**config.mk**
```make
export PLATFORM = sky130hd
export DESIGN_NAME = lpRegs
export DESIGN_NICKNAME = d
export VERILOG_FILES = /design/src/logic/lpPkg.sv /design/src/logic/lpBusDecode.sv /design/src/logic/lpCsra.sv /design/src/logic/lpCsrb.sv /design/src/logic/lpReadMux.sv /design/src/logic/lpRegs.sv
export SDC_FILE = /design/constraint.sdc
export NUM_CORES = 1
export LEC_CHECK = 0
export BUFFER_PORTS_ARGS = -buffer_cell sky130_fd_sc_hd__buf_2
export CAP_MARGIN = 20
export CORE_AREA = 5 5 66 68
export CTS_CLUSTER_DIAMETER = 150
export DETAILED_ROUTE_END_ITERATION = 6
export DIE_AREA = 0 0 71 73
export PLACE_DENSITY = 0.77
export SETUP_SLACK_MARGIN = 0.1
export SLEW_MARGIN = 0
export SYNTH_ARGS = -nofsm -noshare
export SYNTH_HDL_FRONTEND = slang
export SYNTH_SLANG_ARGS = --single-unit
```
**constraint.sdc**
```tcl
create_clock -name clk -period 2.1 [get_ports clk]
set_input_delay 0.315 -clock clk [delete_from_list [all_inputs] [get_ports clk]]
set_output_delay 0.315 -clock clk [all_outputs]
set_load 0.005 [all_outputs]
```
**src/logic/lpPkg.sv**
```systemverilog
// Line printer register definitions
package lpPkg;

   ////////////////////
   // Widths
   ////////////////////

   // Both CSRs are one PDP-11 word
   localparam int regWidth  = 16;
   localparam int busWidth  = 32;
   localparam int addrWidth = 4;

   // Byte offsets on the AXI side
   localparam logic [addrWidth-1:0] csraAddr = 4'h0;
   localparam logic [addrWidth-1:0] csrbAddr = 4'h4;

   ////////////////////
   // CSRA layout
   ////////////////////

   localparam int csraGo     = 0;
   // Two-bit mode field starts here
   localparam int csraModeLo = 2;
   localparam int csraIe     = 6;
   localparam int csraDone   = 7;
   localparam int csraEclr   = 12;
   localparam int csraInit   = 14;
   localparam int csraErr    = 15;

   ////////////////////
   // CSRB layout
   ////////////////////

   localparam int csrbGoe     = 0;
   localparam int csrbDte     = 1;
   localparam int csrbMsyn    = 2;
   localparam int csrbRpe     = 3;
   localparam int csrbMpe     = 4;
   localparam int csrbLpe     = 5;
   localparam int csrbVfue    = 6;
   localparam int csrbOffline = 7;
   // Three-bit test field starts here
   localparam int csrbTestLo  = 8;
   localparam int csrbOvfu    = 11;
   localparam int csrbDpar    = 12;
   localparam int csrbNrdy    = 13;
   localparam int csrbVal     = 15;

   ////////////////////
   // Enums
   ////////////////////

   // Decoded register target
   typedef enum logic [1:0] {selCsra, selCsrb, selNone} regSelT;

   // CSRA mode field encoding
   typedef enum logic [1:0] {modePrint, modeTest, modeLoadRam, modeLoadVfu} printModeT;

   // AXI response codes in use
   typedef enum logic [1:0] {respOkay = 2'd0, respSlvErr = 2'd2} axiRespT;

endpackage

```
**src/logic/lpBusDecode.sv**
```systemverilog
// AXI4-Lite front end
module lpBusDecode import lpPkg::*;
(
   input  logic                 clk,
   input  logic                 rst,
   // Write address and data channels
   input  logic [addrWidth-1:0] awaddr,
   input  logic                 awvalid,
   output logic                 awready,
   input  logic [busWidth-1:0]  wdata,
   input  logic [3:0]           wstrb,
   input  logic                 wvalid,
   output logic                 wready,
   // Write response channel
   output axiRespT              bresp,
   output logic                 bvalid,
   input  logic                 bready,
   // Read address channel
   input  logic [addrWidth-1:0] araddr,
   input  logic                 arvalid,
   output logic                 arready,
   // Read data state, only for gating
   input  logic                 rvalid,
   input  logic                 rready,
   // Register side
   output logic                 csraWrite,
   output logic                 csrbWrite,
   output logic                 loByte,
   output logic                 hiByte,
   output logic [regWidth-1:0]  writeData,
   output logic                 readAccept,
   output regSelT               readSel
);

   logic   writeAccept;
   logic   writeFree;
   logic   readFree;
   regSelT writeSel;

   ////////////////////
   // Address decode
   ////////////////////

   // Exact word match, anything else is unmapped
   function automatic regSelT decodeAddr(input logic [addrWidth-1:0] addr);
      regSelT sel;
      if (addr == csraAddr)
         sel = selCsra;
      else if (addr == csrbAddr)
         sel = selCsrb;
      else
         sel = selNone;
      return sel;
   endfunction

   assign writeSel = decodeAddr(awaddr);
   assign readSel  = decodeAddr(araddr);

   ////////////////////
   // Write channel
   ////////////////////

   // Slot is free when no response is held or it retires this cycle
   assign writeFree   = ~bvalid | bready;
   // Address and data must arrive together
   assign writeAccept = awvalid & wvalid & writeFree;

   // Both readies share the one accept cycle
   assign awready = writeAccept;
   assign wready  = writeAccept;

   // Strobes land in the register on the handshake edge
   assign csraWrite = writeAccept & (writeSel == selCsra);
   assign csrbWrite = writeAccept & (writeSel == selCsrb);

   // Byte lanes 0 and 1 cover the 16-bit word
   assign loByte    = wstrb[0];
   assign hiByte    = wstrb[1];
   assign writeData = wdata[regWidth-1:0];

   // Response valid one cycle after the handshake
   always_ff @(posedge clk)
   begin
      if (rst)
         bvalid <= 1'b0;
      else if (writeAccept)
         bvalid <= 1'b1;
      else if (bready)
         bvalid <= 1'b0;
   end

   // Response code for the accepted write
   always_ff @(posedge clk)
   begin
      if (writeAccept)
      begin
         if (writeSel == selNone)
            bresp <= respSlvErr;
         else
            bresp <= respOkay;
      end
   end

   ////////////////////
   // Read channel
   ////////////////////

   // One accept per free read slot
   assign readFree   = ~rvalid | rready;
   assign readAccept = arvalid & readFree;
   assign arready    = readAccept;

endmodule

```
**src/logic/lpCsra.sv**
```systemverilog
// Control and status register A
module lpCsra import lpPkg::*;
(
   input  logic                clk,
   input  logic                rst,
   input  logic                csraWrite,
   input  logic                loByte,
   input  logic                hiByte,
   input  logic [regWidth-1:0] writeData,
   input  logic                printDone,
   input  logic                online,
   input  logic                errSummary,
   output logic                lpInit,
   output logic                lpEclr,
   output logic                goErrSet,
   output logic [regWidth-1:0] regCsra,
   output logic                irq
);

   logic      goReg;
   printModeT modeReg;
   logic      ieReg;
   logic      doneReg;
   logic      loWrite;
   logic      hiWrite;
   logic      goWrite;

   // Per-lane write enables
   assign loWrite = csraWrite & loByte;
   assign hiWrite = csraWrite & hiByte;
   // GO written as one
   assign goWrite = loWrite & writeData[csraGo];

   ////////////////////
   // Command pulses
   ////////////////////

   // Initialize and error clear live only on the write edge
   assign lpInit = hiWrite & writeData[csraInit];
   assign lpEclr = hiWrite & writeData[csraEclr];

   // Starting while offline is a GO error
   assign goErrSet = goWrite & ~online;

   ////////////////////
   // Low byte state
   ////////////////////

   // GO bit
   // A write wins over printDone, init wins over both
   always_ff @(posedge clk)
   begin
      if (rst | lpInit)
         goReg <= 1'b0;
      else if (loWrite)
         goReg <= writeData[csraGo];
      else if (printDone)
         goReg <= 1'b0;
   end

   // Mode and interrupt enable
   always_ff @(posedge clk)
   begin
      if (rst | lpInit)
      begin
         modeReg <= modePrint;
         ieReg   <= 1'b0;
      end
      else if (loWrite)
      begin
         modeReg <= printModeT'(writeData[csraModeLo +: 2]);
         ieReg   <= writeData[csraIe];
      end
   end

   // DONE flag, cleared by a new GO
   always_ff @(posedge clk)
   begin
      if (rst)
         doneReg <= 1'b0;
      else if (goWrite)
         doneReg <= 1'b0;
      else if (printDone)
         doneReg <= 1'b1;
   end

   ////////////////////
   // Register image
   ////////////////////

   always_comb
   begin
      regCsra                  = '0;
      regCsra[csraGo]          = goReg;
      regCsra[csraModeLo +: 2] = modeReg;
      regCsra[csraIe]          = ieReg;
      regCsra[csraDone]        = doneReg;
      // Command bits are write-only
      regCsra[csraEclr]        = 1'b0;
      regCsra[csraInit]        = 1'b0;
      regCsra[csraErr]         = errSummary;
   end

   // Interrupt on done or any error when enabled
   assign irq = ieReg & (doneReg | errSummary);

endmodule

```
**src/logic/lpCsrb.sv**
```systemverilog
// Control and status register B
module lpCsrb import lpPkg::*;
(
   input  logic                clk,
   input  logic                rst,
   input  logic                csrbWrite,
   input  logic                hiByte,
   input  logic [regWidth-1:0] writeData,
   input  logic                lpInit,
   input  logic                lpEclr,
   input  logic                goErrSet,
   // Live printer status
   input  logic                printVal,
   input  logic                printDpar,
   input  logic                ovfu,
   input  logic                online,
   input  logic                vfuRdy,
   input  logic                printLpe,
   // Error events
   input  logic                setMpe,
   input  logic                setRpe,
   input  logic                setMsyn,
   input  logic                setDte,
   output logic [regWidth-1:0] regCsrb,
   output logic                errSummary
);

   logic [2:0] testReg;
   logic       mpeReg;
   logic       rpeReg;
   logic       goeReg;
   logic       msynReg;
   logic       dteReg;
   logic       vfuErr;

   // DAVFU error is simply not ready
   assign vfuErr = ~vfuRdy;

   ////////////////////
   // Init-cleared state
   ////////////////////

   // TEST field takes the high byte only
   always_ff @(posedge clk)
   begin
      if (rst | lpInit)
         testReg <= '0;
      else if (csrbWrite & hiByte)
         testReg <= writeData[csrbTestLo +: 3];
   end

   // Parity and GO errors stay set until init
   always_ff @(posedge clk)
   begin
      if (rst | lpInit)
      begin
         mpeReg <= 1'b0;
         rpeReg <= 1'b0;
         goeReg <= 1'b0;
      end
      else
      begin
         if (setMpe)
            mpeReg <= 1'b1;
         if (setRpe)
            rpeReg <= 1'b1;
         if (goErrSet)
            goeReg <= 1'b1;
      end
   end

   ////////////////////
   // Eclr-cleared state
   ////////////////////

   // Bus timeout and demand timeout
   always_ff @(posedge clk)
   begin
      if (rst | lpEclr)
      begin
         msynReg <= 1'b0;
         dteReg  <= 1'b0;
      end
      else
      begin
         if (setMsyn)
            msynReg <= 1'b1;
         if (setDte)
            dteReg <= 1'b1;
      end
   end

   // Feeds ERR in CSRA
   assign errSummary = goeReg | dteReg | msynReg | rpeReg | mpeReg | printLpe | vfuErr;

   ////////////////////
   // Register image
   ////////////////////

   always_comb
   begin
      regCsrb                  = '0;
      regCsrb[csrbGoe]         = goeReg;
      regCsrb[csrbDte]         = dteReg;
      regCsrb[csrbMsyn]        = msynReg;
      regCsrb[csrbRpe]         = rpeReg;
      regCsrb[csrbMpe]         = mpeReg;
      regCsrb[csrbLpe]         = printLpe;
      regCsrb[csrbVfue]        = vfuErr;
      regCsrb[csrbOffline]     = ~online;
      regCsrb[csrbTestLo +: 3] = testReg;
      regCsrb[csrbOvfu]        = ovfu;
      regCsrb[csrbDpar]        = printDpar;
      // Printer not ready is never reported
      regCsrb[csrbNrdy]        = 1'b0;
      // bit 14 stays zero
      regCsrb[csrbVal]         = printVal;
   end

endmodule

```
**src/logic/lpReadMux.sv**
```systemverilog
// Read data path
module lpReadMux import lpPkg::*;
(
   input  logic                clk,
   input  logic                rst,
   input  logic                readAccept,
   input  regSelT              readSel,
   input  logic [regWidth-1:0] regCsra,
   input  logic [regWidth-1:0] regCsrb,
   output logic [busWidth-1:0] rdata,
   output axiRespT             rresp,
   output logic                rvalid,
   input  logic                rready
);

   ////////////////////
   // Read data capture
   ////////////////////

   // Sample on the address handshake edge
   always_ff @(posedge clk)
   begin
      if (readAccept)
      begin
         case (readSel)
            selCsra:
            begin
               rdata <= busWidth'(regCsra);
               rresp <= respOkay;
            end
            selCsrb:
            begin
               rdata <= busWidth'(regCsrb);
               rresp <= respOkay;
            end
            default:
            begin
               // Unmapped, zero with slave error
               rdata <= '0;
               rresp <= respSlvErr;
            end
         endcase
      end
   end

   // Valid held until the master takes it
   always_ff @(posedge clk)
   begin
      if (rst)
         rvalid <= 1'b0;
      else if (readAccept)
         rvalid <= 1'b1;
      else if (rready)
         rvalid <= 1'b0;
   end

endmodule

```
**src/logic/lpRegs.sv**
```systemverilog
// Line printer register block
module lpRegs import lpPkg::*;
(
   input  logic                 clk,
   input  logic                 rst,
   // AXI4-Lite slave
   input  logic [addrWidth-1:0] awaddr,
   input  logic                 awvalid,
   output logic                 awready,
   input  logic [busWidth-1:0]  wdata,
   input  logic [3:0]           wstrb,
   input  logic                 wvalid,
   output logic                 wready,
   output axiRespT              bresp,
   output logic                 bvalid,
   input  logic                 bready,
   input  logic [addrWidth-1:0] araddr,
   input  logic                 arvalid,
   output logic                 arready,
   output logic [busWidth-1:0]  rdata,
   output axiRespT              rresp,
   output logic                 rvalid,
   input  logic                 rready,
   // Printer side
   input  logic                 printDone,
   input  logic                 online,
   input  logic                 vfuRdy,
   input  logic                 ovfu,
   input  logic                 printVal,
   input  logic                 printLpe,
   input  logic                 printDpar,
   input  logic                 setMpe,
   input  logic                 setRpe,
   input  logic                 setMsyn,
   input  logic                 setDte,
   output logic                 irq
);

   // Decode to registers
   logic                csraWrite;
   logic                csrbWrite;
   logic                loByte;
   logic                hiByte;
   logic [regWidth-1:0] writeData;
   logic                readAccept;
   regSelT              readSel;
   // Between the two CSRs
   logic                lpInit;
   logic                lpEclr;
   logic                goErrSet;
   logic                errSummary;
   // Register images
   logic [regWidth-1:0] regCsra;
   logic [regWidth-1:0] regCsrb;

   lpBusDecode busDecode (
      .clk, .rst, .awaddr, .awvalid, .awready, .wdata, .wstrb, .wvalid, .wready,
      .bresp, .bvalid, .bready, .araddr, .arvalid, .arready, .rvalid, .rready,
      .csraWrite, .csrbWrite, .loByte, .hiByte, .writeData, .readAccept, .readSel
   );

   lpCsra csra (
      .clk, .rst, .csraWrite, .loByte, .hiByte, .writeData, .printDone, .online,
      .errSummary, .lpInit, .lpEclr, .goErrSet, .regCsra, .irq
   );

   lpCsrb csrb (
      .clk, .rst, .csrbWrite, .hiByte, .writeData, .lpInit, .lpEclr, .goErrSet,
      .printVal, .printDpar, .ovfu, .online, .vfuRdy, .printLpe,
      .setMpe, .setRpe, .setMsyn, .setDte, .regCsrb, .errSummary
   );

   lpReadMux readMux (
      .clk, .rst, .readAccept, .readSel, .regCsra, .regCsrb,
      .rdata, .rresp, .rvalid, .rready
   );

endmodule

```
==> run metrics, run 1 <==
pre-CTS WS a little over 300 ps; Clock Sinks 31; clock tree from TritonCTS built; initial cell density of the core 37.3%; end point of the most critical hold path csra.doneReg; Met3 Routed Length between 300 and 400 um; peak fanout along the critical path 3; post-CTS setup buffer count 0; signal arrival time at the worst endpoint around 1400 ps; delay contributed by the slowest stage of the critical path 390 ps; Routability Congestion between 0.6 and 0.7; synthesis-to-layout area growth 25.2%; critical path, cell by cell nor4b_1 -> nand2_1 -> o21a_1 -> buf_2; type of the most critical hold path in -> reg; layout cell share with drive strength beyond 1 ~40%; boundary pin count between 100 and 150; number of flip-flops and latches in the synthesized netlist 31; per-cell routed wire length 11.2 um; Period minus WS final approximately 1700 ps; critical path launch point type register; Die Y roughly 73 um; first-pass GRT wire length around 4000 um; first-pass detailed-route iteration total 4; total negative slack 0 ps; HPWL reported at the end of detailed placement 2270 um; setup slack, reg-to-reg approximately 640 ps; Fmax 585 MHz; max-capacitance violation count 0; DP Cell Count 232; Worst-Skew Late Latency 270 ps; highest layer used for signal routing met4; Avg Synthesized Cell Area 11.2 um^2; H-tree depth 2; critical path endpoint category primary output; startpoint of the tightest hold check path wdata[0]; Residual DRC 0; destination of the worst register-to-register timing path csra.goReg; cell accounting for the most synthesized area sky130_fd_sc_hd__edfxtp_1; number of buffers on the longest clock path 2; CP max stage cell sky130_fd_sc_hd__nor4b_1; CP required around 1800 ps; sequential element share of the synthesized area between 50% and 60%; total number of yosys warnings 0; result of the run finished, final reports clean; Iteration-0 DRC Markers 51; Final Non-Filler Cells 240; routed length on met1 1050 um; launch point of the worst reg-to-reg path busDecode.bvalid; initial antenna violation count 0; category of the most critical setup path reg -> out; setup repair after global routing missed its margin false; IR Drop Worst-Case VDD slightly above 0.2 mV; clock edge transition at the registers on the reported setup and hold paths about 60 ps; number of buffers inserted during clock tree synthesis 5; number of instances in the synthesized netlist between 100 and 150; total grt overflow 0; vias per cell between 4 and 5; top cells by area, synth sky130_fd_sc_hd__edfxtp_1, sky130_fd_sc_hd__dfxtp_1, sky130_fd_sc_hd__buf_4, sky130_fd_sc_hd__mux2i_1, sky130_fd_sc_hd__nor2_1; Hold Buf Count CTS 0; area share of the largest cell type after synthesis 33.9%; GR Util All Layers ~10%; P per Cell Area between 600 and 700 nW/um^2; Cell variety after synth 26; number of nets with antenna violations after routing 0; Std-Cell Core Area between 3000 and 4000 um^2; Leakage Power 0.811 nW; via count of the first global-routing pass 910; final setup violation count 0; ANT cells 0; maximum number of pins on one net before global-route repair 18; total via count after detailed routing roughly 1000; count of standard-cell rows 23; max-slew violations 0; Layout Nets between 200 and 300; die area about 5200 um^2; final count of hold timing violations 0; total power around 1.2 mW; total of cells resized after clock tree synthesis 0; clock root cell sky130_fd_sc_hd__clkbuf_8; Worst Hold Path Cells 2; Detailed Route WL 2680 um; Final Worst Setup Slack 390 ps; period utilisation layout slightly above 80%; Met2 Routed Length approximately 1200 um; netlist area before placement 1420 um^2; setup clock skew after layout a little over 2 ps; utilization after layout between 40% and 50%; length in cells of the worst reg-to-reg path 5; die boundary width ~70 um; number of buffers inserted by port buffering 58
[logic make-up (layout without fill, tap and decap cells)]
kind of cell | count (synthesis) | count (layout) | synth area share (%)
mux | 9 | 9 | 6.36
buf+inv | 27 | 72 | 12.8
simple gates | 43 | 43 | 18.5
flops | 31 | 31 | 55.1
other cells | 1 | 20 | 0.265
compound gates | 15 | 15 | 6.98
[per-layer routing]
layer | GRT usage (%) | up-vias
met5 | 0 | -
met4 | 6.26 | 0
met3 | 4.13 | 5
met2 | 17.6 | 62
met1 | 10.7 | 443
li1 | - | 524
[synth_stat cells]
master,count
sky130_fd_sc_hd__a31oi_1,2
sky130_fd_sc_hd__buf_2,1
sky130_fd_sc_hd__or3b_2,1
sky130_fd_sc_hd__o21a_1,3
sky130_fd_sc_hd__inv_1,3
sky130_fd_sc_hd__a31o_2,1
sky130_fd_sc_hd__a21oi_1,5
sky130_fd_sc_hd__nor4_4,1
sky130_fd_sc_hd__nor4b_4,1
sky130_fd_sc_hd__nor3_1,3
sky130_fd_sc_hd__or4_4,1
sky130_fd_sc_hd__a21boi_0,1
sky130_fd_sc_hd__and3_1,8
sky130_fd_sc_hd__buf_4,21
sky130_fd_sc_hd__nor2b_4,1
sky130_fd_sc_hd__a211oi_1,3
sky130_fd_sc_hd__nor4b_1,1
sky130_fd_sc_hd__clkbuf_1,2
sky130_fd_sc_hd__nand2_1,4
sky130_fd_sc_hd__nor2_1,18
sky130_fd_sc_hd__edfxtp_1,16
sky130_fd_sc_hd__nor2_2,3
sky130_fd_sc_hd__mux2i_1,9
sky130_fd_sc_hd__or3_2,1
sky130_fd_sc_hd__conb_1,1
sky130_fd_sc_hd__dfxtp_1,15
[registers in the layout, indices dropped and copies added (netlist names)]
name,flops
csra.ieReg,1
csrb.rpeReg,1
csrb.msynReg,1
csra.modeReg,2
readMux.rresp,1
readMux.rvalid,1
csrb.mpeReg,1
readMux.rdata,14
csra.doneReg,1
csrb.testReg,3
busDecode.bresp,1
csrb.goeReg,1
busDecode.bvalid,1
csra.goReg,1
csrb.dteReg,1
[report_power, final]
group          switching, mW  internal [mW]
Sequential           0.00950          0.663
Clock                  0.191          0.225
Combinational         0.0674         0.0581
[critical path: cells and delay by family, from the launching register on]
| family | cells | cell delay, ps |
|---|---|---|
| buffers and inverters | 1 | 120 |
| and+or+nand+nor | 2 | 480 |
| AOI/OAI and AO/OA | 1 | 190 |
| DFF | 1 | 320 |
[cell usage in the layout (no fill, tap or decap), drive strengths merged, types with 4 or more instances in the layout]
cell type,synthesis,routed
and3,8,8
nor2,21,21
buf,22,61
mux2i,9,9
edfxtp,16,16
nand2,4,4
dfxtp,15,15
a21oi,5,5
conb,1,20
clkbuf,2,6
[how the worst max path moves through the flow]
stage | end | depth (start not counted) | from
2_1_floorplan | csra.ieReg | 4 | awaddr[1]
3_3_place_gp | csrb.goeReg | 5 | awaddr[1]
3_5_place_dp | csrb.rpeReg | 5 | awaddr[1]
4_1_cts | irq | 4 | csrb.goeReg
5_1_grt | irq | 4 | csrb.goeReg
6_report | irq | 4 | csrb.goeReg
[through the flow]
step	hold WS, ps	cell area [um^2]
2_1_floorplan	387	1490
3_3_place_gp	464	1690
3_5_place_dp	477	1690
4_1_cts	239	1770
5_1_grt	249	1770
6_report	247	1770
[final cells by class]
cell class | count | area (um^2)
Fill cell | 381 | 2030
Clock inverter | 2 | 7.51
Sequential cell | 31 | 781
Inverter | 3 | 11.3
Timing Repair Buffer | 61 | 313
Multi-Input combinational cell | 87 | 526
Clock buffer | 6 | 72.6
Tap cell | 50 | 62.6
Power figures use the tool's default switching activity.
==> inputs of run 2 (changes only) <==
CORE_AREA = 5 5 69 71   (was 5 5 66 68)
DIE_AREA = 0 0 74 76   (was 0 0 71 73)
PLACE_DENSITY = 0.74   (was 0.77)
clock period = 1.4 ns   (was 2.1 ns; I/O delays follow)
==> run 2 against run 1 <==
Against the previous run:
- the flow now finishes with violations (setup timing)
- non-clock buffer count is 16 higher
- via count rose by 8.3%
- combinational power up 110%
- die area grew 8.5%
- highest routed layer unchanged
- worst setup slack lost 470 ps
- sequential power up 50%
- power increased by 58%
- count of clock-buffer cells in the layout fell by 1
- register-to-register slack lost 660 ps
- first-iteration DRC count down 53%
- hold slack worse by 120 ps
- critical path type is now in -> reg
==> run metrics, run 2 (synthesized netlist as in run 1, its figures left out) <==
first-pass GRT wire length 4660 um (was 4040 um); H-tree depth 2 (unchanged); Layout Nets 267 (was 251); flip-flop count of the largest register after layout 14 (unchanged); Clock Sinks 31 (unchanged); Worst Hold Path Cells 2 (unchanged); via count of the first global-routing pass 1032 (was 910); Iteration-0 DRC Markers 24 (was 51); maximum number of pins on one net before global-route repair 18 (unchanged); initial cell density of the core 33.9% (was 37.3%); post-detailed-placement cell area 1710 um^2 (was 1690 um^2); IR Drop Worst-Case VDD 0.320 mV (was 0.203 mV); type of the most critical hold path in -> reg (unchanged); per-cell routed wire length 13.1 um (was 11.2 um); setup slack, reg-to-reg -20 ps (was 640 ps); number of buffers inserted during clock tree synthesis 5 (unchanged); total power 1.92 mW (was 1.21 mW); result of the run finished, violations left (was finished, final reports clean); critical path endpoint category register (was primary output); Detailed Route WL 3380 um (was 2680 um); destination of the worst register-to-register timing path readMux.rdata[15] (was csra.goReg); number of buffers inserted by port buffering 58 (unchanged); Final Non-Filler Cells 258 (was 240); HPWL reported at the end of detailed placement 2440 um (was 2270 um); setup clock skew after layout 2.75 ps (was 2.03 ps); number of buffers on the longest clock path 2 (unchanged); Routability Congestion 0.837 (was 0.668); setup repair after global routing missed its margin true (was false); most common library cell in the layout ignoring fill and taps sky130_fd_sc_hd__buf_2 (unchanged); peak fanout along the critical path 4 (was 3); first-pass detailed-route iteration total 2 (was 4); startpoint of the tightest hold check path setDte (was wdata[0]); clock tree from TritonCTS built (unchanged); synthesis-to-layout area growth 47.5% (was 25.2%); max-slew violations 0 (unchanged); die area 5620 um^2 (was 5180 um^2); signal arrival time at the worst endpoint 1660 ps (was 1400 ps); Final Worst Setup Slack -84.8 ps (was 390 ps); initial antenna violation count 0 (unchanged); count of standard-cell rows 24 (was 23); GR Util All Layers 11.3% (was 10.4%); total grt overflow 0 (unchanged); Period minus WS final 1480 ps; violated checks setup timing; launch point of the worst reg-to-reg path csrb.msynReg (was busDecode.bvalid); length in cells of the worst reg-to-reg path 7 (was 5); period utilisation layout 106%; category of the most critical setup path in -> reg (was reg -> out); CP required 1570 ps (was 1780 ps); ANT cells 0 (unchanged); DP Cell Count 236 (was 232); registers with the highest flip-flop counts readMux.rdata x14, csrb.testReg x3, csra.modeReg x2 (unchanged); total via count after detailed routing 1120 (was 1034); end point of the most critical hold path csrb.dteReg (was csra.doneReg); most frequent cells in the layout sky130_fd_sc_hd__buf_2, sky130_fd_sc_hd__conb_1, sky130_fd_sc_hd__edfxtp_1 (was sky130_fd_sc_hd__buf_2, sky130_fd_sc_hd__conb_1, sky130_fd_sc_hd__nor2_1); Residual DRC 0 (unchanged); Std-Cell Core Area 4170 um^2 (was 3800 um^2); final count of hold timing violations 0 (unchanged); Leakage Power 0.943 nW (was 0.811 nW); Hold Buf Count CTS 0 (unchanged); Fmax just under 700 MHz; area of all placed cells without fillers 2090 um^2 (was 1770 um^2); number of nets with antenna violations after routing 0 (unchanged); register with the most flip-flops readMux.rdata (unchanged); Worst-Skew Late Latency 280 ps (was 270 ps); clock root cell sky130_fd_sc_hd__clkbuf_8 (unchanged); Die Y 76 um (was 73 um); P per Cell Area 918 nW/um^2 (was 684 nW/um^2); clock edge transition at the registers on the reported setup and hold paths 60 ps (about the same); die boundary width 74 um (was 71 um); final setup violation count 6 (was 0); max-capacitance violation count 0 (unchanged); critical path launch point type input port (was register); utilization after layout 50.1% (was 46.7%); layout cell share with drive strength beyond 1 54.4% (was 40.0%); vias per cell 4.34 (was 4.31); boundary pin count 104 (unchanged)
==> run 2: cell types whose count changed in the layout (fill, tap and decap cells not counted), sizes merged <==
cell and delta:
buf +15, clkinv +1
==> run 2: where the power goes <==
part | internal [mW] | total, mW | switching, mW
registers | 0.994 | 1.01 | 0.0162
logic | 0.133 | 0.259 | 0.126
clock network | 0.339 | 0.650 | 0.311
total | 1.47 | 1.92 | 0.453
==> run 2: metal layers <==
layer / vias up / track usage, % / wire [um] / part of all wire, %
li1: 559 / - / - / -
met1: 502 / 12.0 / 1240 / 37
met2: 54 / 19.5 / 1760 / 52
met3: 5 / 3.56 / 315 / 9.3
met4: 0 / 5.43 / 60 / 1.8
met5: - / 0 / 0 / 0
==> run 2: through the flow <==
step	hold slack (ps)	setup WS, ps	setup TNS [ps]
after CTS	121	-69.8	-69.8
after detailed placement	412	-265	-2900
after global routing	126	-160	-461
after floorplan	282	-146	-902
final	128	-84.8	-251
after global placement	406	-226	-2400
==> run 2: layout make-up <==
class | count | area (um^2)
flip-flops and latches | 31 | 783
fillers | 392 | 2080
clock inverters | 3 | 15.0
multi-input cells | 87 | 644
clock buffers | 5 | 68.8
well taps | 52 | 65.1
inverters | 3 | 11.3
repair buffers | 77 | 502
==> run 2: worst max-delay path: stages <==
cell                      delay [ps]
sky130_fd_sc_hd__buf_6            90
sky130_fd_sc_hd__or4_4           560
sky130_fd_sc_hd__nor4b_4         260
sky130_fd_sc_hd__buf_6           170
sky130_fd_sc_hd__buf_6           100
sky130_fd_sc_hd__mux2i_2         220
sky130_fd_sc_hd__nor2_2           60
==> run 2: how the worst max path moves through the flow <==
stage | end | startpoint | slack (ps)
finish | csra.modeReg[1] | awaddr[2] | -80
global route | irq | csrb.msynReg | -160
CTS | irq | csrb.msynReg | -70
detailed placement | csrb.rpeReg | awaddr[1] | -270
global placement | csra.modeReg[1] | awaddr[1] | -230
floorplan | csra.ieReg | awaddr[1] | -150
==> run 2: repair_timing <==
item                                    in CTS  in global routing
pin swaps                                   10                  9
cloned                                       0                  1
endpoints found under the hold margin        0                  0
resized for setup                           17                 18
endpoints found under the setup margin      14                 16
buffers inserted                            12                  2
==> inputs of run 3 (changes only) <==
CORE_AREA = 5 5 76 78   (was 5 5 69 71)
DIE_AREA = 0 0 81 83   (was 0 0 74 76)
PLACE_DENSITY = 0.75   (was 0.74)
SYNTH_HIERARCHICAL = 1   (was default)
==> run 3 against run 2 <==
Against the previous run:
- the run still ends with setup timing left
- clock power grew 33%
- power grew 16%
- clock skew grew 3.1 ps
- critical path depth shrank 3
- count of clock-buffer cells in the layout grew 1
- register-to-register slack lost 30 ps
- first-iteration DRC count shrank 38%
- fmax grew 1.6%
- utilization shrank 2.8 points
- hold slack gained 27 ps
- critical endpoint is now irq
- largest cell class unchanged
- highest routed layer unchanged
==> run metrics, run 3 <==
total power 2.22 mW (was 1.92 mW); clock root cell sky130_fd_sc_hd__clkbuf_8 (unchanged); Worst-Skew Late Latency 280 ps (about the same); clock tree from TritonCTS built (unchanged); netlist area before placement 1940 um^2 (was 1420 um^2); number of instances in the synthesized netlist 193 (was 126); clock edge transition at the registers on the reported setup and hold paths 70 ps (was 60 ps); peak fanout along the critical path 3 (was 4); most frequent cells in the layout sky130_fd_sc_hd__buf_2, sky130_fd_sc_hd__conb_1, sky130_fd_sc_hd__nor2_1 (was sky130_fd_sc_hd__buf_2, sky130_fd_sc_hd__conb_1, sky130_fd_sc_hd__edfxtp_1); Final Non-Filler Cells 313 (was 258); total negative slack -109 ps (was -251 ps); initial cell density of the core 38.8% (was 33.9%); registers with the highest flip-flop counts readMux/rdata x16, csrb/testReg x3, csra/modeReg x2 (was readMux.rdata x14, csrb.testReg x3, csra.modeReg x2); ANT cells 0 (unchanged); result of the run finished, violations left (unchanged); most common library cell in the layout ignoring fill and taps sky130_fd_sc_hd__buf_2 (unchanged); Leakage Power 1.01 nW (was 0.943 nW); Layout Nets 304 (was 267); max-slew violations 0 (unchanged); Period minus WS final 1460 ps (was 1480 ps); max-capacitance violation count 0 (unchanged); die boundary width 81 um (was 74 um); type of the most critical hold path in -> reg (unchanged); Std-Cell Core Area 5010 um^2 (was 4170 um^2); fill cell total of the finished layout 486 (was 392); total via count after detailed routing 1269 (was 1120); per-cell routed wire length 11.1 um (was 13.1 um); total grt overflow 0 (unchanged); critical path endpoint category primary output (was register); vias per cell 4.05 (was 4.34); critical path launch point type register (was input port); die area 6720 um^2 (was 5620 um^2); Worst Hold Path Cells 3 (was 2); HPWL reported at the end of detailed placement 2710 um (was 2440 um); initial antenna violation count 0 (unchanged); GR Util All Layers 10.5% (was 11.3%); violated checks setup timing (unchanged); IR Drop Worst-Case VDD 0.382 mV (was 0.320 mV); Avg Synthesized Cell Area 10.1 um^2 (was 11.2 um^2); Clock Sinks 33 (was 31); length in cells of the worst reg-to-reg path 7 (unchanged); Hold Buf Count CTS 0 (unchanged); Final Worst Setup Slack -61.7 ps (was -84.8 ps); setup repair after global routing missed its margin true (unchanged); Iteration-0 DRC Markers 15 (was 24); synthesis-to-layout area growth 21.8% (was 47.5%); flip-flop count of the largest register after layout 16 (was 14); Die Y 83 um (was 76 um); period utilisation layout 104% (was 106%); boundary pin count 104 (unchanged); count of standard-cell rows 26 (was 24); Fmax 684 MHz (was 674 MHz); signal arrival time at the worst endpoint 1250 ps (was 1660 ps); first-pass GRT wire length 5550 um (was 4660 um); maximum number of pins on one net before global-route repair 19 (was 18); CP required 1190 ps (was 1570 ps); number of buffers inserted during clock tree synthesis 5 (unchanged); number of buffers inserted by port buffering 60 (was 58); P per Cell Area 939 nW/um^2 (was 918 nW/um^2); Detailed Route WL 3460 um (was 3380 um); Residual DRC 0 (unchanged); final count of hold timing violations 0 (unchanged); number of buffers on the longest clock path 2 (unchanged); final setup violation count 2 (was 6); setup clock skew after layout 5.82 ps (was 2.75 ps); first-pass detailed-route iteration total 4 (was 2); register with the most flip-flops readMux/rdata (was readMux.rdata); Routability Congestion 0.821 (was 0.837); via count of the first global-routing pass 1228 (was 1032); total number of yosys warnings 6 (was 0); category of the most critical setup path reg -> out (was in -> reg); layout cell share with drive strength beyond 1 49.4% (was 54.4%); number of nets with antenna violations after routing 0 (unchanged); DP Cell Count 297 (was 236); H-tree depth 2 (unchanged)
==> run 3: cell types whose count changed in the layout (fill, tap and decap cells not counted), sizes merged, moves of 3 or more <==
cell / change
and3: -6
a211oi: -3
nor2: +7
a21oi: +4
buf: +3
a21bo: +3
mux2i: +7
nand3: +7
conb: +10
==> run 3: critical path, cell delays in order (launching register included) <==
cell,delay (ps)
sky130_fd_sc_hd__dfxtp_1,330
sky130_fd_sc_hd__nor3_1,260
sky130_fd_sc_hd__nand2_2,90
sky130_fd_sc_hd__o21a_1,170
sky130_fd_sc_hd__buf_2,120
==> run 3: routing by layer <==
layer / global-route usage (%) / share of wire (%) / vias up
met4: 3.69 / 1.3 / 0
met3: 3.57 / 9.4 / 7
li1: - / - / 648
met5: 0 / 0 / -
met2: 17.8 / 49 / 50
met1: 11.9 / 40 / 564
==> run 3: per-stage QoR <==
step / setup WS [ps] / util, % / cell area, um^2 / hold WS [ps]
after floorplan: -97.6 / - / 2050 / 279
after global placement: -108 / 41.4 / 2070 / 413
after detailed placement: -129 / 41.4 / 2070 / 420
after CTS: -87.5 / 45.6 / 2280 / 144
after global routing: -134 / 47.2 / 2370 / 181
final: -61.7 / 47.2 / 2370 / 155
==> run 3: layout make-up <==
type                       instances  area, um^2  share of cell area [%]
inverter                           5        18.8                   0.793
timing repair buffer              79         493                    20.8
sequential                        33         843                    35.6
clock buffer                       6        72.6                    3.07
tap                               70        87.6                    3.70
clock inverter                     2        33.8                    1.43
multi-input combinational        118         817                    34.5
==> run 3: where the power goes <==
group | switching, mW | leakage [nW] | total (mW) | internal (mW)
Clock | 0.338 | 0.0528 | 0.864 | 0.525
Combinational | 0.137 | 0.656 | 0.275 | 0.138
Sequential | 0.0172 | 0.303 | 1.08 | 1.06
==> run 3: path summary, 6_finish.rpt <==
check        slack, ps       startpoint                end
max                -60      csrb/dteReg                irq
min                160           setRpe        csrb/rpeReg
max reg2reg        -50      csrb/dteReg  readMux/rdata[15]
min reg2reg        480  csra/modeReg[0]    csra/modeReg[0]
==> run 3: repair_timing <==
action / 4_1_cts / 5_1_grt
gates cloned: 0 / 0
pin swaps: 12 / 13
resized for setup: 13 / 15
setup endpoints to repair: 15 / 16
buffers inserted: 6 / 2
